[config.mk]
export PLATFORM = sky130hd
export DESIGN_NAME = decode_stage
export DESIGN_NICKNAME = d
export VERILOG_FILES = /design/src/common/cpu_pkg.sv /design/src/core/reg_file.sv /design/src/core/decode_stage.sv
export VERILOG_INCLUDE_DIRS = /design/src /design/src/common
export SDC_FILE = /design/constraint.sdc
export NUM_CORES = 2
export LEC_CHECK = 0
export CAP_MARGIN = 20
export CORE_ASPECT_RATIO = 2
export CORE_UTILIZATION = 35
export CTS_BUF_LIST = sky130_fd_sc_hd__clkbuf_2 sky130_fd_sc_hd__clkbuf_4 sky130_fd_sc_hd__clkbuf_8
export DETAILED_ROUTE_END_ITERATION = 10
export DONT_BUFFER_PORTS = 1
export GPL_ROUTABILITY_DRIVEN = 0
export SYNTH_ARGS = -nofsm -noshare
export SYNTH_HDL_FRONTEND = slang
export SYNTH_HIERARCHICAL = 1
export SYNTH_SLANG_ARGS = --single-unit
[constraint.sdc]
create_clock -name clk -period 18.3 [get_ports clk]
set_clock_uncertainty 0.05 [all_clocks]
set_input_delay 2.745 -clock clk [delete_from_list [all_inputs] [get_ports clk]]
set_output_delay 2.745 -clock clk [all_outputs]
set_load 0.1 [all_outputs]
[src/common/cpu_config.svh]
`ifndef CPU_CONFIG_SVH
`define CPU_CONFIG_SVH

// Datapath widths
`define CPU_DBITS      32
`define CPU_REGNOBITS  4

// Reset vector and data memory depth in words
`define CPU_START_PC   32'h0000_0100
`define CPU_DMEM_WORDS 1024

// Memory-mapped I/O
`define CPU_ADDR_HEX   32'hFFFF_F000
`define CPU_ADDR_LEDR  32'hFFFF_F020
`define CPU_ADDR_KEY   32'hFFFF_F080
`define CPU_HEX_RESET  24'hFEDEAD
`define CPU_HEX_BITS   24
`define CPU_LEDR_BITS  10
`define CPU_KEY_BITS   4

`endif

[src/common/cpu_pkg.sv]
`include "cpu_config.svh"

package cpu_pkg;

  // Primary opcodes, inst[31:26]
  typedef enum logic [5:0] {
    OP1_ALUR = 6'b000000,
    OP1_BEQ  = 6'b001000,
    OP1_BLT  = 6'b001001,
    OP1_BLE  = 6'b001010,
    OP1_BNE  = 6'b001011,
    OP1_JAL  = 6'b001100,
    OP1_LW   = 6'b010010,
    OP1_SW   = 6'b011010,
    OP1_ADDI = 6'b100000,
    OP1_ANDI = 6'b100100,
    OP1_ORI  = 6'b100101,
    OP1_XORI = 6'b100110
  } op1_e;

  // Secondary opcodes for ALUR, inst[25:18]
  typedef enum logic [7:0] {
    OP2_EQ   = 8'b00001000,
    OP2_LT   = 8'b00001001,
    OP2_LE   = 8'b00001010,
    OP2_NE   = 8'b00001011,
    OP2_ADD  = 8'b00100000,
    OP2_AND  = 8'b00100100,
    OP2_OR   = 8'b00100101,
    OP2_XOR  = 8'b00100110,
    OP2_SUB  = 8'b00101000,
    OP2_NAND = 8'b00101100,
    OP2_NOR  = 8'b00101101,
    OP2_NXOR = 8'b00101110,
    OP2_RSHF = 8'b00110000,
    OP2_LSHF = 8'b00110001
  } op2_e;

  typedef enum logic [1:0] {
    FWD_NONE = 2'd0,
    FWD_EX   = 2'd1,
    FWD_MEM  = 2'd2
  } fwd_sel_e;

  typedef struct packed {
    logic is_br;
    logic is_jal;
    logic rd_mem;
    logic wr_mem;
    logic wr_reg;
  } ctrl_t;

  // ------------------------------------------------------------
  // Pipeline registers
  // ------------------------------------------------------------
  typedef struct packed {
    logic [`CPU_DBITS-1:0]     pc;
    op1_e                      op1;
    op2_e                      op2;
    ctrl_t                     ctrl;
    logic [`CPU_DBITS-1:0]     regval1;
    logic [`CPU_DBITS-1:0]     regval2;
    logic [`CPU_DBITS-1:0]     imm;     // Already sign extended
    logic [`CPU_REGNOBITS-1:0] wregno;
  } id_ex_t;

  typedef struct packed {
    ctrl_t                     ctrl;
    logic [`CPU_DBITS-1:0]     aluout;  // Also the memory address
    logic [`CPU_DBITS-1:0]     regval2; // Store data
    logic [`CPU_REGNOBITS-1:0] wregno;
  } ex_mem_t;

  typedef struct packed {
    logic                      wr_reg;
    logic [`CPU_REGNOBITS-1:0] wregno;
    logic [`CPU_DBITS-1:0]     value;
  } mem_wb_t;

endpackage

[src/core/reg_file.sv]
`timescale 1ns/1ns
`include "cpu_config.svh"

module reg_file (
  input  logic                      clk,
  input  logic                      reset,
  input  logic [`CPU_REGNOBITS-1:0] rs,
  input  logic [`CPU_REGNOBITS-1:0] rt,
  output logic [`CPU_DBITS-1:0]     val_rs,
  output logic [`CPU_DBITS-1:0]     val_rt,
  input  cpu_pkg::mem_wb_t          wb
);

  localparam int nregs = 1 << `CPU_REGNOBITS;

  logic [`CPU_DBITS-1:0] regs [nregs];

  always_ff @(posedge clk or posedge reset) begin
    if (reset) begin
      for (int i = 0; i < nregs; i++)
        regs[i] <= '0;
    end else if (wb.wr_reg) begin
      regs[wb.wregno] <= wb.value;
    end
  end

  // Write-through covers the writeback stage
  assign val_rs = (wb.wr_reg && wb.wregno == rs) ? wb.value : regs[rs];
  assign val_rt = (wb.wr_reg && wb.wregno == rt) ? wb.value : regs[rt];

endmodule

[src/core/decode_stage.sv]
`timescale 1ns/1ns
`include "cpu_config.svh"

module decode_stage (
  input  logic                      clk,
  input  logic                      reset,
  input  logic [`CPU_DBITS-1:0]     inst,
  input  logic [`CPU_DBITS-1:0]     inst_pc,
  input  logic                      stall,
  input  logic                      mispredict,
  input  cpu_pkg::fwd_sel_e         fwd_rs,
  input  cpu_pkg::fwd_sel_e         fwd_rt,
  input  logic [`CPU_DBITS-1:0]     ex_fwd,
  input  logic [`CPU_DBITS-1:0]     mem_fwd,
  input  cpu_pkg::mem_wb_t          wb,
  output logic [`CPU_REGNOBITS-1:0] rs,
  output logic [`CPU_REGNOBITS-1:0] rt,
  output logic                      uses_rt,
  output cpu_pkg::id_ex_t           id_ex
);

  cpu_pkg::op1_e             op1;
  cpu_pkg::op2_e             op2;
  cpu_pkg::ctrl_t            ctrl;
  logic [`CPU_REGNOBITS-1:0] rd;
  logic [`CPU_REGNOBITS-1:0] wregno;
  logic [`CPU_DBITS-1:0]     imm;
  logic [`CPU_DBITS-1:0]     val_rs;
  logic [`CPU_DBITS-1:0]     val_rt;

  // All-zero words are ALUR with an unused op2, so this keeps bubbles silent
  function automatic logic op2_valid(input logic [7:0] code);
    case (code)
      cpu_pkg::OP2_EQ, cpu_pkg::OP2_LT, cpu_pkg::OP2_LE, cpu_pkg::OP2_NE,
      cpu_pkg::OP2_ADD, cpu_pkg::OP2_AND, cpu_pkg::OP2_OR, cpu_pkg::OP2_XOR,
      cpu_pkg::OP2_SUB, cpu_pkg::OP2_NAND, cpu_pkg::OP2_NOR, cpu_pkg::OP2_NXOR,
      cpu_pkg::OP2_RSHF, cpu_pkg::OP2_LSHF: op2_valid = 1'b1;
      default:                              op2_valid = 1'b0;
    endcase
  endfunction

  function automatic logic [`CPU_DBITS-1:0] pick_opnd(
    input cpu_pkg::fwd_sel_e     sel,
    input logic [`CPU_DBITS-1:0] reg_val
  );
    case (sel)
      cpu_pkg::FWD_EX:  pick_opnd = ex_fwd;
      cpu_pkg::FWD_MEM: pick_opnd = mem_fwd;
      default:          pick_opnd = reg_val;
    endcase
  endfunction

  // Field extraction
  assign op1 = cpu_pkg::op1_e'(inst[31:26]);
  assign op2 = cpu_pkg::op2_e'(inst[25:18]);
  assign imm = {{(`CPU_DBITS-16){inst[23]}}, inst[23:8]};
  assign rd  = inst[11:8];
  assign rs  = inst[7:4];
  assign rt  = inst[3:0];

  reg_file i_reg_file (
    .clk    (clk),
    .reset  (reset),
    .rs     (rs),
    .rt     (rt),
    .val_rs (val_rs),
    .val_rt (val_rt),
    .wb     (wb)
  );

  // ------------------------------------------------------------
  // Control decode
  // ------------------------------------------------------------
  always_comb begin
    ctrl    = '0;
    uses_rt = 1'b0;
    case (op1)
      cpu_pkg::OP1_ALUR: begin
        ctrl.wr_reg = op2_valid(inst[25:18]);
        uses_rt     = 1'b1;
      end
      cpu_pkg::OP1_BEQ, cpu_pkg::OP1_BLT, cpu_pkg::OP1_BLE, cpu_pkg::OP1_BNE: begin
        ctrl.is_br = 1'b1;
        uses_rt    = 1'b1;
      end
      cpu_pkg::OP1_JAL: begin
        ctrl.is_jal = 1'b1;
        ctrl.wr_reg = 1'b1;  // Link into rt
      end
      cpu_pkg::OP1_LW: begin
        ctrl.rd_mem = 1'b1;
        ctrl.wr_reg = 1'b1;
      end
      cpu_pkg::OP1_SW: begin
        ctrl.wr_mem = 1'b1;
        uses_rt     = 1'b1;  // Store data
      end
      cpu_pkg::OP1_ADDI, cpu_pkg::OP1_ANDI, cpu_pkg::OP1_ORI, cpu_pkg::OP1_XORI:
        ctrl.wr_reg = 1'b1;
      default: ;
    endcase
  end

  assign wregno = (op1 == cpu_pkg::OP1_ALUR) ? rd : rt;

  // Decode/execute latch
  always_ff @(posedge clk or posedge reset) begin
    if (reset) begin
      id_ex <= '0;
    end else if (mispredict || stall) begin
      id_ex <= '0;
    end else begin
      id_ex.pc      <= inst_pc;
      id_ex.op1     <= op1;
      id_ex.op2     <= op2;
      id_ex.ctrl    <= ctrl;
      id_ex.regval1 <= pick_opnd(fwd_rs, val_rs);
      id_ex.regval2 <= pick_opnd(fwd_rt, val_rt);
      id_ex.imm     <= imm;
      id_ex.wregno  <= wregno;
    end
  end

endmodule

== After elaboration in Yosys (flattened, before gate mapping) ==
Memory sizes are Yosys's and may differ from the RTL's.
Index checks and enable logic that the tools add are counted.
Word-level totals
  bits in registers: 663
  memory bits (read-only): 64
  input port bits: 173
  output and inout port bits: 160
  logic and storage cells: 84
  memories: 1
Operators by class
  $lt $le $gt $ge: 4
  equal/unequal tests: 17
  multiplexer cells: 22
  bitwise operators: 3
  reductions and logical operators: 9
Memories
  (name not given): depth 64, bits a word 1, rd ports 1, clocked after Yosys merged registers in 0, wr ports 0, RTL line decode_stage.sv:33  | case (code)
Operators with widths (number)
  $bwmux 512: 1
  $bmux 32 s4: 2
  $mux 32: 7
  $mux 151: 1
  $demux 32 s4: 1
  $pmux 32 s2: 2
  $eq 6x4->1 const B: 5
  $eq 6x6->1 const B: 4
  $ge 5x5->1 const B: 3
  $not 4->5: 3
  $eq 6x5->1 const B: 2
  $reduce_or 6->1: 2
  $eq 4x4->1: 2
  $logic_not 6->1: 1
  $mux 1: 6
  $lt 5x1->1 const B: 1
  $eq 2x1->1 const B: 2
  $eq 2x2->1 const B: 2
  $mux 4: 1
  $reduce_or 4->1: 1
  $logic_and 1x1->1: 3
  $logic_not 2->1: 1
  $pmux 1 s2: 1
  $logic_or 1x1->1: 1

== Depth between registers and ports, before layout ==
  word-level depth: 7
  mapped depth: 9
  gate-level depth less buffers: 6

== Cells and area by module ==
Netlist, hierarchy kept.
By module, submodules not included
  reg_file: instances 1, cells each 1756, area each 27292.4 sq um, seq. area each 12812.3 sq um
  decode_stage: instances 1, cells each 564, area each 5595.4 sq um, seq. area each 3228.1 sq um

== Least setup slack after synthesis ==
Ideal clock, no wire load.
  kind: input to output
  start point: in inst[27]
  end point: out uses_rt
  arrival: 3808 ps
  data required time: 15505 ps
  setup slack: 11697 ps
  stages: 4
  buffers on the path: 0
  path through: nor2_1 nor2_1 o21ai_0 and2_1
On the way
  cells in the longest elaborated chain, start to end: 3
  elaborated cells on any way between the ends: 8
  classes of those cells: eq/ne: 5; mux: 1; reduce/logical: 2
RTL lines
  start, declared: RTL line decode_stage.sv:7  | input logic [`CPU_DBITS-1:0] inst,
  $eq 6x5->1, or another cell as far along: RTL line decode_stage.sv:77  | case (op1)
  $reduce_or 6->1 (no source line) *
  $mux 1 *: RTL line decode_stage.sv:77
  end, declared: RTL line decode_stage.sv:18  | output logic uses_rt,
Mark *: on every way between the ends. The rest lies on a longest branch, timed or not.

== Final worst setup path ==
Same ends and word-level chain as after synthesis.

==> summary.md <==
| Metric | Value |
|---|---|
| CTS clock-pin slew for the worst setup and hold paths | 70 ps |
| CP peak stage delay | 870 ps |
| Die width | 219 µm |
| Synth Net Count | 2497 |
| Total negative setup slack | 0 ps |
| First-pass iteration count of the detailed router | 5 |
| Post-CTS Resized | 0 |
| CTS tree | built |
| Max-Slew Margin vs Limit | 22.5% |
| Yosys warning total | 6 |
| Sink Count | 641 |
| Drt drc | 0 |
| Wire per inst | 30.8 µm |
| Worst Reg-to-Reg Cells | 6 |
| Pwr per Cell Area | 114 nW/µm² |
| Cell variety after synth | 40 |
| I/O Pins | 333 |
| Synthesis-stage register bit count | 641 |
| Final core utilization | 38.7% |
| Die area | 95300 µm² |
| FF-to-FF setup slack | 16180 ps |
| RSZ-0062 raised after global routing | false |
| DP Wirelength | 64600 µm |
| Outcome | completed |
| Initial Util | 35.4% |
| Post-route minimum period | 6830 ps |
| Hold EP | i_reg_file/regs[473]$_DFFE_PP0P_ |
| Mux contribution to synthesized area | 37.5% |
| Crit path required time | 15510 ps |
| Critical path startpoint category | input port |
| Clk_lat worst skew | 770 ps |
| Layout area overhead | 9.37% |
| Number of H-tree levels | 3 |
| Worst hold-check path type | reg2reg |
| Largest net degree at the start of global routing | 168 |
| Grt total ovfl | 0 |
| Simple-Gate Fraction of Synth Area | 4.35% |
| Starting DRT DRC Count | 1489 |
| Hold path cells | 1 |
| Setup bufs post-CTS | 0 |
| Average cell area after synthesis | 14.2 µm² |
| Critical path's most frequent cell | nor2_1 |
| Worst r2r src | i_reg_file/regs[129]$_DFFE_PP0P_ |
| Fin crit share | 37.3% |
| Post-synthesis compound-gate area fraction | 5.42% |
| Largest family of logic cells by synthesized area | multiplexers |
| Leak | 14.9 nW |
| Synth top area share | 48.8% |
| CTS Buf Count | 97 |
| Hold_ws | 467 ps |
| Drt via density | 5.96 |
| Hold_buf cts | 0 |
| Max_cap viols | 0 |
| Setup violators final | 0 |
| Reg2reg end | id_ex[69]$_DFF_PP0_ |
| Adder-cell share of the synthesized area | 0.152% |
| Layout cell share with drive strength beyond 1 | 47.2% |
| Maximum clock rate | 146 MHz |
| First-pass GRT wire length | 157000 µm |
| Core footprint | 92900 µm² |
| Std cell rows | 158 |
| Worst Path Arrival | 4040 ps |
| Tot Pwr | 0.00410 W |
| Final #Nets | 2390 |
| Slowest cell on crit path | and2_1 |
| Port Buffers | 0 |
| Final Hold Viols | 0 |
| Fillers | 8703 |
| Number of global-route vias before repair | 23000 |
| Worst path cell trace | nor2_1 -> nor2_1 -> o21ai_0 -> and2_1 |
| Chip height | 436 µm |
| Post-synthesis cell count | 2320 |
| Final-report max-slew violation count | 0 |
| CP max FO | 6 |
| Post-route ant nets | 0 |
| Max IR drop VDD | 70.2 µV |
| Cell taking the most area after synthesis | dfrtp_1 |
| Xor/xnor share of the synthesized area | 0.213% |
| Slew of the pin with the lowest slew margin | 1160 ps |
| Initial antenna violation count | 8 |
| Hold Startpoint | i_reg_file/regs[473]$_DFFE_PP0P_ |
| Register area share after synthesis | 48.8% |
| Cell area after synthesis | 32900 µm² |
| Worst Setup End Kind | output port |
| CP Class | in2out |
| Area contributors post-synth | dfrtp_1, mux2_2, mux4_2 |
| Via count | 20800 |
| Max Root-Sink Buffers | 3 |
| Total wire length | 108000 µm |
| CTS Root Cell | clkbuf_8 |
| GRT Total Usage | 22.8% |
## routing by layer
metal  vias to the layer above  global-route usage, %  wire length [µm]
met5                         -                      0                22
li1                       8487                      -                 -
met3                       239                   6.16              9090
met4                         4                   10.1              4500
met1                     11100                   26.1             39300
met2                       929                   39.2             54700
## cell type report
cell class,count,area [µm²],area share (%)
clock inverters,19,196,0.546
inverters,8,42.5,0.118
well taps,1200,1500,4.17
multi-input cells,1422,15900,44.1
repair buffers,43,403,1.12
diodes,4,10.0,0.0278
flip-flops and latches,641,16100,44.6
clock buffers,151,1900,5.27
## logic make-up (layout without fill, tap and decap cells)
kind of cell / count (synthesis) / count (layout)
buf+inv: 257 / 221
flops: 641 / 641
mux: 839 / 839
fa+ha+maj: 4 / 4
compound gates: 260 / 260
simple gates: 311 / 311
other cells: 0 / 4
xor+xnor: 8 / 8
## worst max-delay path: cells and delay by family
family,cells,cell delay [ps]
compound gates,1,130
simple gates,3,1130
## power breakdown
part	leakage (nW)	total, W	internal [W]	switching, W
registers	8.02	0.00200	0.00169	0.000304
clock network	1.11	0.00129	0.000701	0.000586
logic	5.74	0.000817	0.000512	0.000305
## Yosys cell counts
master,n
dfrtp_1,641
mux2_2,563
mux4_2,258
a22oi_1,188
nor2_1,152
clkbuf_1,141
nand2_1,67
a21oi_1,66
and2_1,55
buf_2,55
buf_4,30
buf_1,20
mux2_1,13
inv_1,8
nand2b_1,8
nor2b_1,6
xor2_1,6
mux2i_1,5
ha_1,4
buf_6,3
nand3b_1,3
or3_1,3
and2_0,2
nand3_1,2
nor3_2,2
nor4_1,2
nor4_2,2
o22ai_1,2
xnor2_1,2
a2bb2oi_1,1
a31oi_1,1
nand3_2,1
nand4b_1,1
nor2_2,1
nor3_1,1
nor3b_1,1
o211ai_1,1
o21ai_0,1
or2_1,1
or3_4,1
## through the flow
step	worst slack [ps]	instance area, µm²	instances
finish	11470	36000	3488
global route	11430	36000	3485
global placement	11410	33800	3312
detailed placement	11490	33800	3312
CTS	11490	35900	3482
floorplan	1210	32900	2320
## worst max-delay path by stage
stage                                     end  slack (ps)  cells after the start     start
6_report                              uses_rt       11470                      4  inst[27]
5_1_grt                               uses_rt       11430                      4  inst[27]
4_1_cts                               uses_rt       11490                      4  inst[27]
3_5_place_dp                          uses_rt       11490                      4  inst[27]
3_3_place_gp                          uses_rt       11410                      4  inst[27]
2_1_floorplan  i_reg_file/regs[0]$_DFFE_PP0P_        1210                      1     reset
## flip-flops by register name (all words and copies together) (netlist names)
signal           flops
i_reg_file/regs    512
id_ex              129
## placed cells by master (no fill, tap or decap), drive strengths merged, types with 3 or more instances in the layout
master | Yosys | final
mux2i | 5 | 5
inv | 8 | 11
dfrtp | 641 | 641
nand2 | 67 | 67
buf | 108 | 43
nand3 | 3 | 3
mux4 | 258 | 258
nor3 | 3 | 3
nor2 | 153 | 153
a22oi | 188 | 188
clkinv | 0 | 11
nand3b | 3 | 3
or3 | 4 | 4
ha | 4 | 4
xor2 | 6 | 6
a21oi | 66 | 66
nor2b | 6 | 6
clkbuf | 141 | 151
mux2 | 576 | 576
nor4 | 4 | 4
nand2b | 8 | 8
bufinv | 0 | 3
diode | 0 | 4
and2 | 57 | 57
No activity file was read; power rests on OpenSTA's default activity.
