--- src/common/cpu_config.svh ---
`ifndef CPU_CONFIG_SVH
`define CPU_CONFIG_SVH

// Datapath widths
`define CPU_DBITS      32
`define CPU_REGNOBITS  4

// Reset vector and data memory depth in words
`define CPU_START_PC   32'h0000_0100
`define CPU_DMEM_WORDS 1024

// Memory-mapped I/O
`define CPU_ADDR_HEX   32'hFFFF_F000
`define CPU_ADDR_LEDR  32'hFFFF_F020
`define CPU_ADDR_KEY   32'hFFFF_F080
`define CPU_HEX_RESET  24'hFEDEAD
`define CPU_HEX_BITS   24
`define CPU_LEDR_BITS  10
`define CPU_KEY_BITS   4

`endif

--- src/core/fetch_stage.sv ---
`timescale 1ns/1ns
`include "cpu_config.svh"

module fetch_stage (
  input  logic                  clk,
  input  logic                  reset,
  input  logic                  stall,
  input  logic                  mispredict,
  input  logic [`CPU_DBITS-1:0] pc_good,
  output logic [`CPU_DBITS-1:0] imem_addr,
  input  logic [`CPU_DBITS-1:0] imem_data,
  output logic [`CPU_DBITS-1:0] inst,
  output logic [`CPU_DBITS-1:0] inst_pc
);

  logic [`CPU_DBITS-1:0] pc;

  assign imem_addr = pc;

  // Predict fall-through, execute corrects us
  always_ff @(posedge clk or posedge reset) begin
    if (reset)
      pc <= `CPU_START_PC;
    else if (mispredict)
      pc <= pc_good;
    else if (!stall)
      pc <= pc + 32'd4;
  end

  // Fetch/decode latch
  always_ff @(posedge clk or posedge reset) begin
    if (reset) begin
      inst    <= '0;
      inst_pc <= '0;
    end else if (mispredict) begin
      inst    <= '0;  // Bubble, decodes as a NOP
      inst_pc <= '0;
    end else if (!stall) begin
      inst    <= imem_data;
      inst_pc <= pc;
    end
  end

  // A JAL through a bad link value would break this
  a_pc_aligned: assert property (@(posedge clk) disable iff (reset) pc[1:0] == 2'b00);

endmodule

--- config.mk ---
export PLATFORM = sky130hd
export DESIGN_NAME = fetch_stage
export DESIGN_NICKNAME = d
export VERILOG_FILES = /design/src/core/fetch_stage.sv
export VERILOG_INCLUDE_DIRS = /design/src /design/src/common
export SDC_FILE = /design/constraint.sdc
export NUM_CORES = 1
export LEC_CHECK = 0
export BUFFER_PORTS_ARGS = -buffer_cell sky130_fd_sc_hd__buf_4
export CAP_MARGIN = 20
export CELL_PAD_IN_SITES_DETAIL_PLACEMENT = 1
export CELL_PAD_IN_SITES_GLOBAL_PLACEMENT = 1
export CORE_MARGIN = 10
export CORE_UTILIZATION = 34
export CTS_BUF_LIST = sky130_fd_sc_hd__clkbuf_2
export CTS_CLUSTER_SIZE = 30
export DETAILED_ROUTE_END_ITERATION = 7
export PLACE_DENSITY_LB_ADDON = 0.1
export SYNTH_ARGS = -nofsm -noshare
export SYNTH_HDL_FRONTEND = slang
export SYNTH_SLANG_ARGS = --single-unit
--- constraint.sdc ---
create_clock -name clk -period 2.5 [get_ports clk]
set_input_delay 0.125 -clock clk [delete_from_list [all_inputs] [get_ports clk]]
set_output_delay 0.125 -clock clk [all_outputs]
set_load 0.02 [all_outputs]
# Word-level counts from Yosys, hierarchy flattened

Index checks and enable logic that the tools add are counted.

Logic and storage cells: 11
Output and inout port bits: 96
Register bits after elaboration: 96
Input bits: 68

Add/subtract/negate cells: 1
Multiplexer cells: 6
Equal/unequal tests: 1

Operators with widths:

| cell                    | number |
|---|---|
| $mux W32                | 6 |
| $add A32 B3 Y32 const B | 1 |
| $ne A2 B1 Y1 const B    | 1 |

# Depth between registers and ports, before layout

Gate-level depths: netlist of run 1.

Depth in word-level cells: 3
Mapped depth: 6
Mapped depth without buffers: 5

# Worst setup path before layout of run 1

No wires, ideal clock.

Path kind: register to register
Start: register pc[2], in the netlist imem_addr[2]
End: register pc[26], in the netlist imem_addr[26]
Period minus slack after synthesis: 2.314 ns
Required time: 2.418 ns
Path buffers: 1
Stages on the path, launching flop included: 7
Path slack: 0.186 ns
Library setup time: 0.082 ns
Data arrival time: 2.232 ns
Path through: dfrtp_1 -> ha_1 -> nand4b_4 -> or4_1 -> buf_2 -> or4_1 -> a31oi_1

Word-level cells in the longest chain between the ends: 3

RTL lines:

| item                   | RTL line          | RTL |
|---|---|---|
| start, declared        | fetch_stage.sv:16 | `` logic [`CPU_DBITS-1:0] pc; `` |
| start signal, assigned | fetch_stage.sv:23 | `` pc <= `CPU_START_PC; `` |
| start signal, assigned | fetch_stage.sv:25 | `pc <= pc_good;` |
| start signal, assigned | fetch_stage.sv:27 | `pc <= pc + 32'd4;` |
| $add A32 B3 Y32        | fetch_stage.sv:27 |  |
| $mux W32               | fetch_stage.sv:26 | `else if (!stall)` |
| $mux W32               | fetch_stage.sv:24 | `else if (mispredict)` |

Every way passes these cells. The select of a mux whose other input is x is not followed.
A chain may end at the register's enable or synchronous reset.

# Worst setup path after layout of run 1

Start: register pc[4], in the netlist imem_addr[4]
End: register pc[31], in the netlist imem_addr[31]

Same word-level chain as after synthesis.

==> implementation parameters, run 1 <==
Parameter                              Value

Logic synthesis
  Mean post-synth cell area    10.6 sq um
  Yosys synthesis warning count    0
  Post-synthesis net count    482
  Area of the mapped netlist    between 4000 and 5000 sq um
  Number of enable-type register cells in the synthesized netlist    0
  Post-Syn Instances    413
  Top_reg_cell synth    sky130_fd_sc_hd__dfrtp_1
  FFs w/ async S/R, synth    100%
  Distinct cell type count after synthesis    39
  Flip-flop and latch count after synthesis    96
  Share of the yosys chip area belonging to registers    55.0%

Min path
  Type of the worst min-delay path    in -> reg
  Hold wc startpoint    stall
  Depth of the worst hold-timing path    4
  Worst hold endpoint    imem_addr[6]$_DFFE_PP0N_

Critical path
  Reg2reg start    imem_addr[4]$_DFFE_PP0N_
  Worst stage delay on the critical path    around 0.75 ns
  Logic depth of the worst setup path including buffers    4
  Worst path top cell family by delay    simple AND/OR/NAND/NOR gates
  R2r endpoint    imem_addr[31]$_DFFE_PP0N_
  Arrival time of the worst setup path    2.83 ns
  Setup CP Type    reg -> reg
  Req. time, crit path    3.04 ns
  Crit path cell chain    nand4b_4 > or4_1 > or4_1 > a31oi_1
  Category of the worst setup path launch point    flop
  Buffering stage count on the worst path with inverters included    0
  Register-to-register path setup slack    0.20 ns
  Critical Path Sink Type    flop
  Critical Path Slowest Stage Cell    sky130_fd_sc_hd__or4_1
  Worst path most repeated cell    sky130_fd_sc_hd__or4_1
  Number of cells on the worst reg-to-reg path    4
  Crit-path max FO    9

Clocking
  Total clock sinks    96
  Count of buffers added by post-CTS timing repair for setup    0
  CTS tree    yes
  Clock root buffer    sky130_fd_sc_hd__clkbuf_2
  Later-pin clock latency in the skew report    0.59 ns
  CTS H-Tree Depth    3
  Register clock-pin slew on the reported worst setup and hold paths    0.25 ns
  Quantity of hold-fixing buffers added after cts    84
  Post-CTS resize count    0
  TritonCTS Buffers    9
  Clk buf depth    2

Drt
  Avg Vias per Cell    4.81
  Vias after detailed routing    between 4k and 5k
  Detailed Route WL    approximately 15,000 um
  Number of DRC markers in iteration 0    157
  Post-detailed-route wirelength per cell    17.9 um
  Total DRC errors in the routed layout    0
  Remaining antenna violation count    0
  Iteration count of the initial detailed-routing pass    4

Floorplanning
  Std-Cell Rows    41
  Overall die area    17,800 sq um
  Vert. Die Dim    133 um
  Number of I/O pins    approximately 160
  Width of the die    133 um
  Initial Util    34.6%
  Core area    12,600 sq um

Final layout
  Fraction of final layout cells sized beyond drive strength 1    29.6%
  Count of inserted antenna diode cells    0
  Post-route non-filler standard cell count    around 840
  Area growth from synthesis to layout    54.7%
  Net count of the finished layout    727
  Number of inserted filler cells in the final layout    1,415

Global routing
  Antenna violations before repair    0
  Pin count of the biggest net entering global routing    71
  Vias in the first global route    between 4k and 5k
  GR Overflow Total    0
  Global-route wire length before repair    24,400 um
  GRT Total Usage    16.8%

Timing
  Worst Skew    between 0.02 and 0.03 ns
  Final Cycle Share    approximately nine tenths
  Number of max-slew violations in the final report    0
  Post-Route Setup TNS    0 ns
  Setup repair after global routing missed its margin    no
  Fmax    435 MHz
  Worst slew margin    roughly three fifths
  Final count of hold timing violations    0
  Setup Viol. Count Final    0
  Transition time of the tightest slew-check pin    0.625 ns
  Post-layout min period    2.30 ns
  Final worst setup slack    0.202 ns

Place
  Number of placed instances, taps included    735
  Final weighted congestion in routability-driven placement    0.839
  I/O Buffers    163
  Half-perimeter wire length after placement    10,500 um
  Worst slack at placement    0.243 ns

Status
  Result of the run    complete, no violations

Job
  Max-cap check violation count    0

Power
  Lkg Pwr    between 3 and 4 nW
  Pwr dens    493 nW/um^2
  Worst-case vdd ir drop    0.216 mV
[stage by stage]
| stage | instance area [sq um] | hold slack (ns) | power [mW] | utilization [%] |
|---|---|---|---|---|
| 2_1_floorplan | 4370 | 0.239 | 2.20 | - |
| 6_report | 6760 | 0.0820 | 3.33 | 53.5 |
| 4_1_cts | 6760 | 0.0215 | 3.38 | 53.5 |
| 3_3_place_gp | 5830 | 0.181 | 2.58 | 46.2 |
| 5_1_grt | 6760 | 0.0642 | 3.52 | 53.5 |
| 3_5_place_dp | 5830 | 0.192 | 2.60 | 46.2 |
[where the power goes]
part | switching (mW) | leakage [nW] | internal (mW)
registers | 0.122 | 1.23 | 1.67
clock network | 0.535 | 0.0530 | 0.128
logic | 0.445 | 2.06 | 0.435
total | 1.10 | 3.34 | 2.23
[cell usage after synthesis, drive strengths merged (3+ instances only)]
cell type	instances	area (sq um)
dfrtp	95	2380
nor2	81	304
mux2i	65	651
nand2	32	120
o21ai	18	90.1
clkbuf	15	56.3
nand4	11	75.1
xnor2	11	96.3
buf	10	40.0
nand3	10	50.1
a31oi	7	43.8
or4	6	45.0
inv	5	18.8
nor3	5	25.0
and2	4	25.0
a21oi	3	15.0
and3	3	18.8
nand4b	3	56.3
nor4	3	18.8
o311ai	3	26.3
o31ai	3	22.5
xor2	3	26.3
[cells in the final DEF, fill, tap and decap left out, types with 2 or more instances in the layout]
cell type,instances
sky130_fd_sc_hd__nand2_1,32
sky130_fd_sc_hd__a311o_1,2
sky130_fd_sc_hd__a21oi_1,3
sky130_fd_sc_hd__nand3_1,10
sky130_fd_sc_hd__xor2_1,3
sky130_fd_sc_hd__o31ai_1,3
sky130_fd_sc_hd__clkbuf_2,10
sky130_fd_sc_hd__nand4b_4,2
sky130_fd_sc_hd__inv_1,4
sky130_fd_sc_hd__buf_4,173
sky130_fd_sc_hd__buf_12,2
sky130_fd_sc_hd__o311ai_0,3
sky130_fd_sc_hd__a31oi_1,7
sky130_fd_sc_hd__o21ai_0,18
sky130_fd_sc_hd__dfrtp_1,95
sky130_fd_sc_hd__clkinv_1,2
sky130_fd_sc_hd__nor3_1,5
sky130_fd_sc_hd__and3_1,3
sky130_fd_sc_hd__nor2_1,81
sky130_fd_sc_hd__xnor2_1,11
sky130_fd_sc_hd__nor4_1,3
sky130_fd_sc_hd__and2_1,3
sky130_fd_sc_hd__or3_1,2
sky130_fd_sc_hd__or4_1,6
sky130_fd_sc_hd__dlygate4sd3_1,84
sky130_fd_sc_hd__and4_1,2
sky130_fd_sc_hd__nand4_1,10
sky130_fd_sc_hd__mux2i_1,65
sky130_fd_sc_hd__clkinvlp_4,3
sky130_fd_sc_hd__mux2_2,2
[flip-flops by register name (all words and copies together), names as in the netlist]
register / flops
imem_addr: 32
inst: 32
inst_pc: 32
[cells by family after synthesis]
| kind of cell | Yosys count | share of synthesized area, % |
|---|---|---|
| xor gates and xnor gates | 14 | 2.81 |
| muxes | 67 | 15.4 |
| adders and majority gates | 1 | 0.286 |
| buffers and inverters | 30 | 2.64 |
| DFF | 96 | 55.0 |
| AOI/OAI and AO/OA | 40 | 5.76 |
| and+or+nand+nor | 165 | 18.1 |
[worst register-to-register path: stages (launching register included)]
cell	delay (ns)
sky130_fd_sc_hd__dfrtp_1	0.56
sky130_fd_sc_hd__nand4b_4	0.20
sky130_fd_sc_hd__or4_1	0.75
sky130_fd_sc_hd__or4_1	0.58
sky130_fd_sc_hd__a31oi_1	0.18
[how the worst max path moves through the flow]
stage                                   from                         to  slack (ns)
floorplan           imem_addr[2]$_DFFE_PP0N_  imem_addr[26]$_DFFE_PP0N_        0.19
global placement    imem_addr[4]$_DFFE_PP0N_  imem_addr[31]$_DFFE_PP0N_        0.28
detailed placement  imem_addr[4]$_DFFE_PP0N_  imem_addr[31]$_DFFE_PP0N_        0.24
CTS                 imem_addr[4]$_DFFE_PP0N_  imem_addr[31]$_DFFE_PP0N_        0.21
global route        imem_addr[8]$_DFFE_PP1N_  imem_addr[16]$_DFFE_PP0N_        0.02
finish              imem_addr[4]$_DFFE_PP0N_  imem_addr[31]$_DFFE_PP0N_        0.20
[per-layer routing]
metal	vias up	routed length (um)	GRT usage [%]
li1	1927	-	-
met1	2000	5870	19.0
met2	78	8060	29.9
met3	12	881	4.92
met4	0	168	5.14
met5	-	0	0
[final cells by class]
cell class | instances | area (sq um) | share of cell area, %
Tap cell | 172 | 215 | 3.19
Sequential cell | 96 | 2400 | 35.6
Multi-Input combinational cell | 287 | 1850 | 27.4
Timing Repair Buffer | 259 | 2180 | 32.3
Inverter | 5 | 22.5 | 0.333
Clock inverter | 6 | 36.3 | 0.537
Clock buffer | 10 | 50.0 | 0.741
(Power assumes the default switching activity.)
==> run 2, diff against run 1 <==
--- a/config.mk
+++ b/config.mk
@@ -11,7 +11,7 @@
 export CELL_PAD_IN_SITES_DETAIL_PLACEMENT = 1
 export CELL_PAD_IN_SITES_GLOBAL_PLACEMENT = 1
 export CORE_MARGIN = 10
-export CORE_UTILIZATION = 34
+export CORE_UTILIZATION = 38
 export CTS_BUF_LIST = sky130_fd_sc_hd__clkbuf_2
 export CTS_CLUSTER_SIZE = 30
 export DETAILED_ROUTE_END_ITERATION = 7
==> constraint.sdc (replaced) <==
create_clock -name clk -period 2.6 [get_ports clk]
set_input_delay 0.13 -clock clk [delete_from_list [all_inputs] [get_ports clk]]
set_output_delay 0.13 -clock clk [all_outputs]
set_load 0.02 [all_outputs]
==> run 2 against run 1 <==
Fmax fell by 2.6%. First-iteration DRC count rose by 5.7%. Sequential cell count did not move. Global-route usage rose by 2.3 points. Sequential power fell by 3%. Via count rose by 0.80%. Clock power rose by 40%. Critical path depth rose by 1. Die area fell by 9.0%. Clock-buffer cell count fell by 1.
==> implementation parameters, run 2 (synthesized netlist as in run 1, its figures left out) <==
Parameter                              Value

Global routing
  GR Overflow Total    0
  GRT Total Usage    19.1%
  Antenna violations before repair    0
  Pin count of the biggest net entering global routing    between 60 and 70
  Vias in the first global route    4,517
  Global-route wire length before repair    24,800 um

Critical path
  Setup CP Type    reg -> reg
  Req. time, crit path    around 3.2 ns
  Critical Path Sink Type    flop
  Category of the worst setup path launch point    flop
  Arrival time of the worst setup path    2.92 ns
  Number of cells on the worst reg-to-reg path    5
  Reg2reg start    imem_addr[3]$_DFFE_PP0N_
  Register-to-register path setup slack    0.24 ns
  R2r endpoint    imem_addr[26]$_DFFE_PP0N_
  Crit-path max FO    7

Final layout
  Leading cell type in the layout, fill and taps excluded    sky130_fd_sc_hd__buf_4
  Storage cell area    2400 sq um
  Commonest cells after routing, fill and taps aside    sky130_fd_sc_hd__buf_4 (170), sky130_fd_sc_hd__dfrtp_1 (95), sky130_fd_sc_hd__dlygate4sd3_1 (83)
  Count of inserted antenna diode cells    0
  Net count of the finished layout    723
  Fraction of final layout cells sized beyond drive strength 1    between 20 and 30%
  Footprint of the multi-input gates    1850 sq um
  Area growth from synthesis to layout    54.7%
  Number of inserted filler cells in the final layout    between 1k and 1.5k

Place
  Half-perimeter wire length after placement    10,100 um
  I/O Buffers    around 160
  Final weighted congestion in routability-driven placement    0.805

Timing
  Final count of hold timing violations    0
  Post-Route Setup TNS    0 ns
  Final Cycle Share    90.7%
  Post-layout min period    2.36 ns
  Worst slew margin    26.2%
  Fmax    424 MHz
  Transition time of the tightest slew-check pin    1.11 ns
  Setup repair after global routing missed its margin    no
  Worst Skew    ~0.023 ns
  Number of max-slew violations in the final report    0
  Setup Viol. Count Final    0

Floorplanning
  Std-Cell Rows    39
  Vert. Die Dim    127 um
  Core area    11,300 sq um
  Initial Util    38.6%
  Number of I/O pins    164
  Overall die area    16,200 sq um
  Width of the die    127 um

Clocking
  CTS H-Tree Depth    3
  Register clock-pin slew on the reported worst setup and hold paths    0.26 ns
  Later-pin clock latency in the skew report    0.61 ns
  TritonCTS Buffers    9
  Total clock sinks    96
  Clock root buffer    sky130_fd_sc_hd__clkbuf_2
  Count of buffers added by post-CTS timing repair for setup    0
  CTS tree    yes
  Clk buf depth    2

Power
  Worst-case vdd ir drop    0.311 mV
  Pwr dens    ~520 nW/um^2
  Final Power    3.49 mW
  Lkg Pwr    3.37 nW

Drt
  Number of DRC markers in iteration 0    166
  Detailed Route WL    approximately 15,000 um
  Total DRC errors in the routed layout    0
  Post-detailed-route wirelength per cell    19.0 um
  Avg Vias per Cell    between 5 and 6
  Remaining antenna violation count    0
  Vias after detailed routing    about 4.0k
  Iteration count of the initial detailed-routing pass    4

Job
  Max-cap check violation count    0

Status
  Result of the run    complete, no violations

Min path
  Type of the worst min-delay path    in -> async
[run 2: cell type report]
cell class              count  area share, %
flip-flops and latches     96           35.6
repair buffers            255           31.8
multi-input cells         287           27.4
well taps                 143           2.65
clock inverters             7           1.63
clock buffers               9          0.667
inverters                   5          0.333
[run 2: critical path, stage by stage, from the launching register on]
cell	delay (ns)
sky130_fd_sc_hd__dfrtp_1	0.51
sky130_fd_sc_hd__ha_1	0.25
sky130_fd_sc_hd__nand4b_4	0.16
sky130_fd_sc_hd__or4_1	0.68
sky130_fd_sc_hd__or4_1	0.55
sky130_fd_sc_hd__a31oi_1	0.17
[run 2: how the worst max path moves through the flow]
stage                                        start                         to  slack, ns
after floorplan           imem_addr[2]$_DFFE_PP0N_  imem_addr[26]$_DFFE_PP0N_       0.29
after global placement    imem_addr[3]$_DFFE_PP0N_  imem_addr[26]$_DFFE_PP0N_       0.32
after detailed placement  imem_addr[3]$_DFFE_PP0N_  imem_addr[26]$_DFFE_PP0N_       0.28
after CTS                 imem_addr[3]$_DFFE_PP0N_  imem_addr[26]$_DFFE_PP0N_       0.23
after global routing      imem_addr[3]$_DFFE_PP0N_  imem_addr[26]$_DFFE_PP0N_       0.08
final                     imem_addr[3]$_DFFE_PP0N_  imem_addr[26]$_DFFE_PP0N_       0.24
[run 2: what timing repair did]
item	in CTS	in global routing
endpoints found under the hold margin	145	0
hold buffers	83	0
gates resized for setup	0	0
[run 2: through the flow]
stage	instance area [sq um]	hold WS, ns	instances	setup slack [ns]	utilization (%)
after floorplan	4370	0.244	413	0.286	-
after global placement	5770	0.220	703	0.321	51.0
after detailed placement	5770	0.229	703	0.280	51.0
after CTS	6760	0.0689	802	0.225	59.7
after global routing	6760	0.0591	802	0.0816	59.7
final	6760	0.0888	802	0.241	59.7
[run 2: report_power, final]
part	switching [mW]	internal, mW	total [mW]
Clock	0.518	0.407	0.925
Combinational	0.428	0.412	0.840
Sequential	0.123	1.60	1.73
[run 2: layer usage]
| layer | wire, um | vias to the layer above | part of all wire, % | track usage (%) |
|---|---|---|---|---|
| met5 | 0 | - | 0 | 0 |
| met2 | 8260 | 95 | 54 | 34.7 |
| met1 | 5930 | 2010 | 39 | 20.9 |
| met3 | 774 | 21 | 5.1 | 4.92 |
| met4 | 312 | 0 | 2.0 | 7.03 |
| li1 | - | 1923 | - | - |
