[config.mk]
export PLATFORM = sky130hd
export DESIGN_NAME = hazard_unit
export DESIGN_NICKNAME = d
export VERILOG_FILES = /design/src/common/cpu_pkg.sv /design/src/core/hazard_unit.sv
export VERILOG_INCLUDE_DIRS = /design/src /design/src/common
export SDC_FILE = /design/constraint.sdc
export NUM_CORES = 1
export LEC_CHECK = 0
export ABC_AREA = 1
export BUFFER_PORTS_ARGS = -buffer_cell sky130_fd_sc_hd__buf_2
export CAP_MARGIN = 10
export CORE_AREA = 3 3 90 92
export DETAILED_ROUTE_END_ITERATION = 8
export DIE_AREA = 0 0 93 95
export GPL_ROUTABILITY_DRIVEN = 0
export PLACE_DENSITY = 0.46
export SETUP_SLACK_MARGIN = 0.5
export SLEW_MARGIN = 25
export SYNTH_ARGS = -nofsm -noshare
export SYNTH_HDL_FRONTEND = slang
export SYNTH_SLANG_ARGS = --single-unit
[constraint.sdc]
create_clock -name vclk -period 1.03
set_clock_uncertainty 0.2 [all_clocks]
set_input_delay 0.0515 -clock vclk [all_inputs]
set_output_delay 0.0515 -clock vclk [all_outputs]
set_load 0.02 [all_outputs]
[src/common/cpu_config.svh]
`ifndef CPU_CONFIG_SVH
`define CPU_CONFIG_SVH

// Datapath widths
`define CPU_DBITS      32
`define CPU_REGNOBITS  4

// Reset vector and data memory depth in words
`define CPU_START_PC   32'h0000_0100
`define CPU_DMEM_WORDS 1024

// Memory-mapped I/O
`define CPU_ADDR_HEX   32'hFFFF_F000
`define CPU_ADDR_LEDR  32'hFFFF_F020
`define CPU_ADDR_KEY   32'hFFFF_F080
`define CPU_HEX_RESET  24'hFEDEAD
`define CPU_HEX_BITS   24
`define CPU_LEDR_BITS  10
`define CPU_KEY_BITS   4

`endif

[src/common/cpu_pkg.sv]
`include "cpu_config.svh"

package cpu_pkg;

  // Primary opcodes, inst[31:26]
  typedef enum logic [5:0] {
    OP1_ALUR = 6'b000000,
    OP1_BEQ  = 6'b001000,
    OP1_BLT  = 6'b001001,
    OP1_BLE  = 6'b001010,
    OP1_BNE  = 6'b001011,
    OP1_JAL  = 6'b001100,
    OP1_LW   = 6'b010010,
    OP1_SW   = 6'b011010,
    OP1_ADDI = 6'b100000,
    OP1_ANDI = 6'b100100,
    OP1_ORI  = 6'b100101,
    OP1_XORI = 6'b100110
  } op1_e;

  // Secondary opcodes for ALUR, inst[25:18]
  typedef enum logic [7:0] {
    OP2_EQ   = 8'b00001000,
    OP2_LT   = 8'b00001001,
    OP2_LE   = 8'b00001010,
    OP2_NE   = 8'b00001011,
    OP2_ADD  = 8'b00100000,
    OP2_AND  = 8'b00100100,
    OP2_OR   = 8'b00100101,
    OP2_XOR  = 8'b00100110,
    OP2_SUB  = 8'b00101000,
    OP2_NAND = 8'b00101100,
    OP2_NOR  = 8'b00101101,
    OP2_NXOR = 8'b00101110,
    OP2_RSHF = 8'b00110000,
    OP2_LSHF = 8'b00110001
  } op2_e;

  typedef enum logic [1:0] {
    FWD_NONE = 2'd0,
    FWD_EX   = 2'd1,
    FWD_MEM  = 2'd2
  } fwd_sel_e;

  typedef struct packed {
    logic is_br;
    logic is_jal;
    logic rd_mem;
    logic wr_mem;
    logic wr_reg;
  } ctrl_t;

  // ------------------------------------------------------------
  // Pipeline registers
  // ------------------------------------------------------------
  typedef struct packed {
    logic [`CPU_DBITS-1:0]     pc;
    op1_e                      op1;
    op2_e                      op2;
    ctrl_t                     ctrl;
    logic [`CPU_DBITS-1:0]     regval1;
    logic [`CPU_DBITS-1:0]     regval2;
    logic [`CPU_DBITS-1:0]     imm;     // Already sign extended
    logic [`CPU_REGNOBITS-1:0] wregno;
  } id_ex_t;

  typedef struct packed {
    ctrl_t                     ctrl;
    logic [`CPU_DBITS-1:0]     aluout;  // Also the memory address
    logic [`CPU_DBITS-1:0]     regval2; // Store data
    logic [`CPU_REGNOBITS-1:0] wregno;
  } ex_mem_t;

  typedef struct packed {
    logic                      wr_reg;
    logic [`CPU_REGNOBITS-1:0] wregno;
    logic [`CPU_DBITS-1:0]     value;
  } mem_wb_t;

endpackage

[src/core/hazard_unit.sv]
`timescale 1ns/1ns
`include "cpu_config.svh"

module hazard_unit (
  input  logic [`CPU_REGNOBITS-1:0] rs,
  input  logic [`CPU_REGNOBITS-1:0] rt,
  input  logic                      uses_rt,
  input  cpu_pkg::id_ex_t           id_ex,
  input  cpu_pkg::ex_mem_t          ex_mem,
  output cpu_pkg::fwd_sel_e         fwd_rs,
  output cpu_pkg::fwd_sel_e         fwd_rt,
  output logic                      stall
);

  // Youngest producer wins
  function automatic cpu_pkg::fwd_sel_e pick_src(input logic [`CPU_REGNOBITS-1:0] src);
    if (id_ex.ctrl.wr_reg && !id_ex.ctrl.rd_mem && id_ex.wregno == src)
      pick_src = cpu_pkg::FWD_EX;
    else if (ex_mem.ctrl.wr_reg && ex_mem.wregno == src)
      pick_src = cpu_pkg::FWD_MEM;
    else
      pick_src = cpu_pkg::FWD_NONE;
  endfunction

  assign fwd_rs = pick_src(rs);
  assign fwd_rt = pick_src(rt);

  // Load data only exists after the memory stage
  assign stall = id_ex.ctrl.rd_mem &&
                 (id_ex.wregno == rs || (uses_rt && id_ex.wregno == rt));

endmodule

Word level (Yosys, flattened, before mapping)

Cells that the tools add are included.

Flip-flop bits (word level): 0
Latch bits: 0
Bits in writable memories: 0
ROM bits: 0
Input port bits: 233
Output and inout port bits: 5
Word-level logic and storage cells: 17
Memories: 0

$add $sub $neg: 0
Multiply operators: 0
Divide/modulo/power cells: 0
Magnitude comparators: 0
Equal/unequal tests: 4
Shifts and indexed selects: 0
Mux-type cells: 4
Bitwise operators: 0
Reductions and logical operators: 9

Operator list:

| kind                | count |
|---|---|
| equality test 4 bit | 4 |
| two-way mux 2 bit   | 4 |
| logical AND 1 bit   | 7 |
| zero test 1 bit     | 1 |
| logical OR 1 bit    | 1 |

Depth between registers and ports, before layout

Gate-level depths: netlist of run 1.

Word-level depth: 4
Depth in mapped cells: 7
Depth with buffers taken out: 7

Least setup slack after synthesis of run 1

OpenSTA, ideal clock, no wires.

Kind: input to output
From: input port id_ex[1] (netlist name)
To: output port stall
Data arrival time: 628 ps
Data required time: 778 ps
Slack: 151 ps
Cell stages on the path: 6
Path buffers: 0
Cell sequence: inv_1 -> nand2_1 -> nand2_1 -> nor2_2 -> nand3_1 -> a21oi_2

Word-level cells in the longest chain between the ends: 4
Elaborated cells between the ends (all ways): 5
Those cells by class: eq/ne: 2; reduce/logical: 3

Ends and longest elaborated chain:

| item                  | RTL line          | source |
|---|---|---|
| start: declaration    | hazard_unit.sv:8  | `input cpu_pkg::id_ex_t id_ex,` |
| equality test 4 bit   | hazard_unit.sv:30 | `(id_ex.wregno == rs \|\| (uses_rt && id_ex.wregno == rt));` |
| logical AND 1 bit     | hazard_unit.sv:30 |  |
| logical OR 1 bit (*)  | hazard_unit.sv:30 |  |
| logical AND 1 bit (*) | hazard_unit.sv:29 | `assign stall = id_ex.ctrl.rd_mem &&` |
| end: declaration      | hazard_unit.sv:12 | `output logic stall` |

Every way passes the cells marked *; elsewhere a longest branch is shown, timed or not.

Worst setup path in the final report of run 1

From: input port id_ex[0] (netlist name)
To: output port fwd_rs[1]

Word-level cells in the longest chain between the ends: 3

Ends and longest elaborated chain:

| item                | RTL line          | source |
|---|---|---|
| equality test 4 bit | hazard_unit.sv:17 | `if (id_ex.ctrl.wr_reg && !id_ex.ctrl.rd_mem && id_ex.wregno == src)` |
| logical AND 1 bit   | hazard_unit.sv:17 |  |
| two-way mux 2 bit   | hazard_unit.sv:17 |  |
| end: declaration    | hazard_unit.sv:10 | `output cpu_pkg::fwd_sel_e fwd_rs,` |

No other way between the ends.

==> results of run 1 <==
per-stage QoR:
stage               utilization  instance area (sq um)
floorplan                     -                    339
global placement         0.0806                    588
detailed placement       0.0806                    588
CTS                      0.0942                    687
global route              0.117                    856
finish                    0.117                    856
worst min-delay path, delay by kind of cell:
family,cells,cell delay [ns]
AO/OA/AOI/OAI,1,0.04
buffers and inverters,3,0.31
routing by layer:
metal / vias to the layer above / track usage / wire, um
met4: 0 / 0 / 0
met5: - / 0 / 0
met1: 183 / 0.0488 / 736
li1: 236 / - / -
met2: 16 / 0.0540 / 677
met3: 0 / 0.00717 / 105
logic make-up (layout without fill, tap and decap cells):
kind of cell / count (synthesis) / after routing
simple gates: 36 / 36
buf+inv: 16 / 41
xor+xnor: 8 / 8
compound gates: 3 / 3
cell type report:
cell class                 instances  area [sq um]
inverter                          16          77.6
multi-input combinational         47           389
tap                               99           124
timing repair buffer              25           265
fill                             876          6440
cell usage in the layout, fill, tap and decap left out:
| cell | count |
|---|---|
| nand2_2 | 10 |
| nand2_1 | 10 |
| buf_6 | 10 |
| inv_2 | 8 |
| buf_2 | 7 |
| buf_8 | 6 |
| inv_1 | 5 |
| nand3_2 | 5 |
| nor2_2 | 4 |
| xnor2_1 | 3 |
| nand2_4 | 2 |
| inv_8 | 2 |
| nor2_4 | 2 |
| xnor2_4 | 2 |
| inv_4 | 1 |
| xor2_1 | 1 |
| xor2_2 | 1 |
| a21oi_4 | 1 |
| nor2_1 | 1 |
| a21boi_1 | 1 |
| o21ai_1 | 1 |
| xnor2_2 | 1 |
| or2_4 | 1 |
| nand3_1 | 1 |
| buf_4 | 1 |
| buf_12 | 1 |
repair_timing:
action | CTS | global route
pin swaps | 11 | 22
setup endpoints to repair | 5 | 5
resized for setup | 28 | 46
final timing paths:
check        end  cells after the start
min        stall                      4
max    fwd_rs[1]                      7
report_power, final:
part / switching, mW / internal (mW)
sequential: 0 / 0
combinational: 0.143 / 0.164
clock: 0 / 0
==> reports/results.txt, run 1 <==
largest cells by area after synthesis = nand2_1, inv_1, xnor2_1
Slew Viols, Final = 0
Seq cells = 0
initial antenna violation count = 0
Slew @ Worst Pin = 0.210 ns
Syn Inst Count = 63
Core ar. = 7290 sq um
vias per cell = 2.33
post-synthesis mux area share = 0
startpoint types = input pin
P&R area growth vs syn = 184%
Post-synth top cells = nand2_1, inv_1, nand3_1, xnor2_1, nor2_1
# DRC = 0
Synth Area in Compound Gates = 0.0705
DRT iter0 DRCs = 6
post-synthesis cell area = 302 sq um
diode count = 0
final WL = 1520 um
CP arrival = 0.83 ns
Crit Path Category = in2out
Port Buffers = 25
critical path's largest stage delay = 0.16 ns
Worst Setup SP = id_ex[0]
post-route insts no fill = 187
total design power = 0.307 mW
most common cell in the netlist = nand2_1
worst hold path class = in2out
wire per inst = 8.12 um
Critical Path Fanout Max = 3
maxcap violations = 0
first-pass GRT wire length = 2340 um
Initial Utilization = 0.0414
Synth Area in Simple Gates = 0.498
RSZ-0062 raised after global routing = yes
die width = 93 um
Register Area = 0 sq um
area leader, netlist = nand2_1
number of hold violations in the final report = 0
share of layout cells above drive strength 1 = 0.739
pwr/cell area = 359 nW/um^2
Syn Nets = 296
dpl ws = -0.157 ns
Die Area = 8840 sq um
vias in the first global route = 462
setup tns final = -0.106 ns
Tot GR Track Use = 0.0336
DP Wirelength = 1410 um
crit-path leading delay family = simple AND/OR/NAND/NOR gates
xor and xnor area share after synthesis = 0.232
vias post-DR = 435
Worst VDD drop = 0.139 mV
Layout Nets = 323
Hold WS = 0.259 ns
Fmax achieved = 923 MHz
main combinational cell family by area after synthesis = simple AND/OR/NAND/NOR gates
largest net degree at the start of global routing = 4
leakage power = 0.382 nW
Worst Path Buf+Inv = 3
Setup Fix Bufs, Post-CTS = 0
# IOs = 238
Worst EP required = 0.78 ns
Synthesis Warnings = 0
crit share post-route = 1.05
Placed Cells = 187
Clock Buffer Count = 0
GRT overflow = 0
violated checks = negative setup slack
Yosys top cell area share = 0.274
die height = 95 um
CP Cell Sequence = buf_8, xor2_2, nor2_2, nand3_2, nand2_2, inv_2, buf_6
CP Capture Type = primary output
Yosys cell types = 11
Routed Antenna Nets = 0
Mapped Avg Cell Area = 4.79 sq um
post-route worst setup slack = -0.0535 ns
hold path startpoint = id_ex[102]
Post-Synth Adder-Cell Area = 0
slowest cell on the critical path = xor2_2
relative slew slack = 0.859
minimum clock period = 1.08 ns
Final setup violation count = 2
DR pass1 iterations = 2
register area share after synthesis = 0
outcome = complete, but fails checks
Rows = 31
Hold-fix buffers, CTS = 0
No activity file was read; power rests on OpenSTA's default activity.
==> run 2, diff against run 1 <==
--- a/config.mk
+++ b/config.mk
@@ -9,11 +9,11 @@
 export ABC_AREA = 1
 export BUFFER_PORTS_ARGS = -buffer_cell sky130_fd_sc_hd__buf_2
 export CAP_MARGIN = 10
-export CORE_AREA = 3 3 90 92
+export CORE_AREA = 2 2 92 94
 export DETAILED_ROUTE_END_ITERATION = 8
-export DIE_AREA = 0 0 93 95
+export DIE_AREA = 0 0 94 96
 export GPL_ROUTABILITY_DRIVEN = 0
-export PLACE_DENSITY = 0.46
+export PLACE_DENSITY = 0.44
 export SETUP_SLACK_MARGIN = 0.5
 export SLEW_MARGIN = 25
 export SYNTH_ARGS = -nofsm -noshare
==> reports/results.txt, run 2 (synthesized netlist as in run 1, its figures left out) <==
final WL = 1480 um (-2.8%)
Seq cells = 0 (unchanged)
Final setup violation count = 2 (unchanged)
startpoint types = input pin
leakage power = 0.370 nW (-3.1%)
share of layout cells above drive strength 1 = 0.831 (+0.0928)
CP Capture Type = primary output
P&R area growth vs syn = 182%
die height = 96 um (+1.1%)
CP Cell Sequence = buf_2, xnor2_1, nand3_1, nor2_2, nand2_1, inv_2, buf_6
Clock Buffer Count = 0 (unchanged)
total design power = 0.301 mW (-2.0%)
dpl ws = -0.182 ns (-0.0247 ns)
Layout Nets = 324 (+0.31%)
slowest cell on the critical path = xnor2_1
number of hold violations in the final report = 0 (unchanged)
Slew @ Worst Pin = 0.233 ns (+0.0228 ns)
RSZ-0062 raised after global routing = yes
Final Core Density = 0.106 (-0.0117)
Slew Viols, Final = 0 (unchanged)
Routed Antenna Nets = 0 (unchanged)
minimum clock period = 1.07 ns (-0.0105 ns)
vias post-DR = 435 (unchanged)
Register Area = 0 sq um (unchanged)
GRT overflow = 0 (unchanged)
wire per inst = 7.61 um (-6.3%)
relative slew slack = 0.844 (-0.0152)
Critical Path Fanout Max = 2 (-1)
CP arrival = 0.82 ns (about the same)
pwr/cell area = 354 nW/um^2 (-1.4%)
fill count = 950 (+8.4%)
Hold-fix buffers, CTS = 0 (unchanged)
crit share post-route = 1.04 (-0.0102)
violated checks = negative setup slack
commonest cells after routing, fill and taps aside = nand2_2, buf_6, inv_2, buf_2, nand3_2
commonest non-fill, non-tap cell in the layout = nand2_2
Die Area = 9020 sq um (+2.1%)
largest net degree at the start of global routing = 4 (unchanged)
maxcap violations = 0 (unchanged)
Worst VDD drop = 0.134 mV (-3.6%)
vias per cell = 2.24 (-3.6%)
Hold WS = 0.258 ns (-0.000642 ns)
worst hold path class = in2out
outcome = complete, but fails checks
post-route worst setup slack = -0.0430 ns (+0.0105 ns)
DR pass1 iterations = 2 (unchanged)
# DRC = 0 (unchanged)
Tot GR Track Use = 0.0312 (-0.00235)
Setup crit end = fwd_rs[1]
Worst Setup SP = ex_mem[3]
# IOs = 238 (unchanged)
initial antenna violation count = 0 (unchanged)
diode count = 0 (unchanged)
critical path's largest stage delay = 0.18 ns (+0.02 ns)
Setup Fix Bufs, Post-CTS = 0 (unchanged)
DRT iter0 DRCs = 7 (+1)
Initial Utilization = 0.0375 (-0.00390)
Crit Path Category = in2out
Rows = 33 (+6.5%)
Port Buffers = 25 (unchanged)
Fmax achieved = 932 MHz (+0.98%)
first-pass GRT wire length = 2190 um (-6.2%)
die width = 94 um (+1.1%)
Core ar. = 8050 sq um (+10%)
DP Wirelength = 1340 um (-5.5%)
vias in the first global route = 434 (-6.1%)
Worst EP required = 0.78 ns (about the same)
setup tns final = -0.0660 ns (+0.0395 ns)
run 2: changes by cell type in the layout (fill, tap and decap cells not counted), sizes merged:
| cell | previous run | this run |
|---|---|---|
| buf | 25 | 26 |
run 2: timing repair:
item	in CTS	in global routing
endpoints found under the setup margin	5	5
pin swaps	13	18
resized for setup	37	34
gates cloned	0	0
run 2: how the worst min path moves through the flow:
stage	from	end	slack [ns]	depth (start not counted)
after floorplan	id_ex[102]	stall	0.02	2
after global placement	uses_rt	stall	0.30	4
after detailed placement	uses_rt	stall	0.29	4
after CTS	uses_rt	stall	0.27	4
after global routing	uses_rt	stall	0.27	4
final	uses_rt	stall	0.26	4
run 2: area by class of cell:
class,instances,area (sq um),share of cell area
Timing Repair Buffer,26,263,0.309
Tap cell,105,131,0.154
Multi-Input combinational cell,47,382,0.449
Inverter,16,75.1,0.0882
run 2: critical path, delay by kind of cell:
family                    cells  cell delay, ns
and+or+nand+nor               3            0.31
buffers and inverters         3            0.27
xor gates and xnor gates      1            0.18
run 2: layer usage:
layer	global-route usage	wire length [um]	vias up
met5	0	0	-
met4	0	0	0
met3	0.00235	61	0
met2	0.0542	769	15
met1	0.0450	646	186
li1	-	-	234
run 2: stage by stage:
stage / std cells / area (sq um)
after floorplan: 63 / 339
after global placement: 194 / 603
after detailed placement: 194 / 603
after CTS: 194 / 736
after global routing: 194 / 851
final: 194 / 851
run 2: power by group:
group / internal, mW / switching (mW)
Combinational: 0.155 / 0.146
Sequential: 0 / 0
Clock: 0 / 0
==> run 3, diff against run 2 <==
--- a/config.mk
+++ b/config.mk
@@ -13,7 +13,6 @@
 export DETAILED_ROUTE_END_ITERATION = 8
 export DIE_AREA = 0 0 94 96
 export GPL_ROUTABILITY_DRIVEN = 0
-export PLACE_DENSITY = 0.44
 export SETUP_SLACK_MARGIN = 0.5
 export SLEW_MARGIN = 25
 export SYNTH_ARGS = -nofsm -noshare
==> constraint.sdc (replaced) <==
create_clock -name vclk -period 1.03
set_clock_uncertainty 0.2 [all_clocks]
set_input_delay 0.0515 -clock vclk [all_inputs]
set_output_delay 0.0515 -clock vclk [all_outputs]
set_load 0.05 [all_outputs]
==> reports/results.txt, run 3 (synthesized netlist as in run 1, its figures left out) <==
pwr/cell area = 369 nW/um^2 (+4.2%)
CP Cell Sequence = buf_12, nand2_4, nand2_4, nor2_4, nand3_2, nand2_2, clkinvlp_4, buf_8
Critical Path Fanout Max = 3 (+1)
Crit Path Category = in2out
vias post-DR = 438 (+0.69%)
met1 wire length = 753 um (+17%)
Layout Nets = 323 (-0.31%)
die height = 96 um (unchanged)
Slew @ Worst Pin = 0.236 ns (+0.00266 ns)
Final setup violation count = 4 (+2)
critical path's largest stage delay = 0.15 ns (-0.03 ns)
GRT overflow = 0 (unchanged)
Placed Cells = 193 (-0.52%)
startpoint types = input pin
DR pass1 iterations = 4 (+2)
Hold WS = 0.295 ns (+0.0369 ns)
slowest cell on the critical path = buf_8
first-pass GRT wire length = 2360 um (+7.5%)
Slew Viols, Final = 0 (unchanged)
number of hold violations in the final report = 0 (unchanged)
vias in the first global route = 456 (+5.1%)
Fmax achieved = 891 MHz (-4.4%)
CP arrival = 0.87 ns (+0.05 ns)
fill count = 927 (-2.4%)
CP Capture Type = primary output
# DRC = 0 (unchanged)
wire per inst = 8.13 um (+6.8%)
maxcap violations = 0 (unchanged)
crit-path most repeated cell = nand2_4
worst hold path class = in2out
share of layout cells above drive strength 1 = 0.727 (-0.104)
Hold-fix buffers, CTS = 0 (unchanged)
commonest non-fill, non-tap cell in the layout = nand2_1
Register Area = 0 sq um (unchanged)
Worst EP required = 0.78 ns (about the same)
DRT iter0 DRCs = 4 (-3)
crit share post-route = 1.09 (+0.0480)
diode count = 0 (unchanged)
Port Buffers = 25 (unchanged)
Met2 Routed Length = 726 um (-5.6%)
Final Core Density = 0.111 (+0.00575)
vias per cell = 2.27 (+1.2%)
uppermost routed layer = met3
P&R area growth vs syn = 198%
Worst VDD drop = 0.163 mV (+21%)
initial antenna violation count = 0 (unchanged)
violated checks = negative setup slack
Rows = 33 (unchanged)
# IOs = 238 (unchanged)
RSZ-0062 raised after global routing = yes
wire length on met3 = 90 um (+48%)
Worst Setup SP = id_ex[3]
Setup Fix Bufs, Post-CTS = 0 (unchanged)
leakage power = 0.396 nW (+6.9%)
relative slew slack = 0.842 (-0.00178)
Die Area = 9020 sq um (unchanged)
DP Wirelength = 1420 um (+6.5%)
Seq cells = 0 (unchanged)
Tot GR Track Use = 0.0342 (+0.00295)
setup tns final = -0.225 ns (-0.159 ns)
finished layout cell area = 897 sq um (+5.4%)
outcome = complete, but fails checks
Routed Antenna Nets = 0 (unchanged)
die width = 94 um (unchanged)
DP Area = 602 sq um (-0.21%)
commonest cells after routing, fill and taps aside = nand2_1, buf_8, nand2_2, buf_6, inv_2
post-route worst setup slack = -0.0924 ns (-0.0494 ns)
Initial Utilization = 0.0375 (unchanged)
Core ar. = 8050 sq um (unchanged)
Clock Buffer Count = 0 (unchanged)
post-route insts no fill = 193 (-0.52%)
final WL = 1570 um (+6.2%)
minimum clock period = 1.12 ns (+0.0494 ns)
Setup crit end = fwd_rt[1]
largest net degree at the start of global routing = 4 (unchanged)
==> run 3: repair_timing <==
| action | in CTS | in global routing |
|---|---|---|
| pin swaps | 10 | 26 |
| resized for setup | 32 | 50 |
| endpoints found under the setup margin | 5 | 5 |
==> run 3: cell type report <==
cell class         instances  area, sq um  share of cell area
multi-input cells         47          379               0.423
well taps                105          131               0.146
repair buffers            25          298               0.332
inverters                 16         88.8              0.0990
==> run 3: metal layers <==
metal  up-vias  GRT usage
li1        235          -
met1       187     0.0496
met2        16     0.0560
met3         0    0.00626
met4         0          0
met5         -          0
==> run 3: worst min path at each step <==
stage                           from    end  slack [ns]  depth (start not counted)
after detailed placement  id_ex[102]  stall        0.35                          4
after CTS                 id_ex[102]  stall        0.29                          4
after floorplan           id_ex[102]  stall        0.05                          2
after global routing         uses_rt  stall        0.32                          4
final                     id_ex[102]  stall        0.30                          4
after global placement    id_ex[102]  stall        0.35                          4
==> run 3: metrics by stage <==
stage | worst slack [ns] | power [mW]
final | -0.0924 | 0.331
after detailed placement | -0.300 | 0.204
after global routing | -0.144 | 0.356
after CTS | -0.163 | 0.243
after floorplan | 0.0423 | 0.117
after global placement | -0.300 | 0.200
==> run 3: worst max-delay path: cells and delay by family <==
kind,cells,cell delay [ns]
AND/OR/NAND/NOR,5,0.46
buffers and inverters,3,0.35
==> run 3: power by group <==
group	switching [mW]	internal [mW]	leakage [nW]
clock network	0	0	0
registers	0	0	0
logic	0.159	0.172	0.396
total	0.159	0.172	0.396
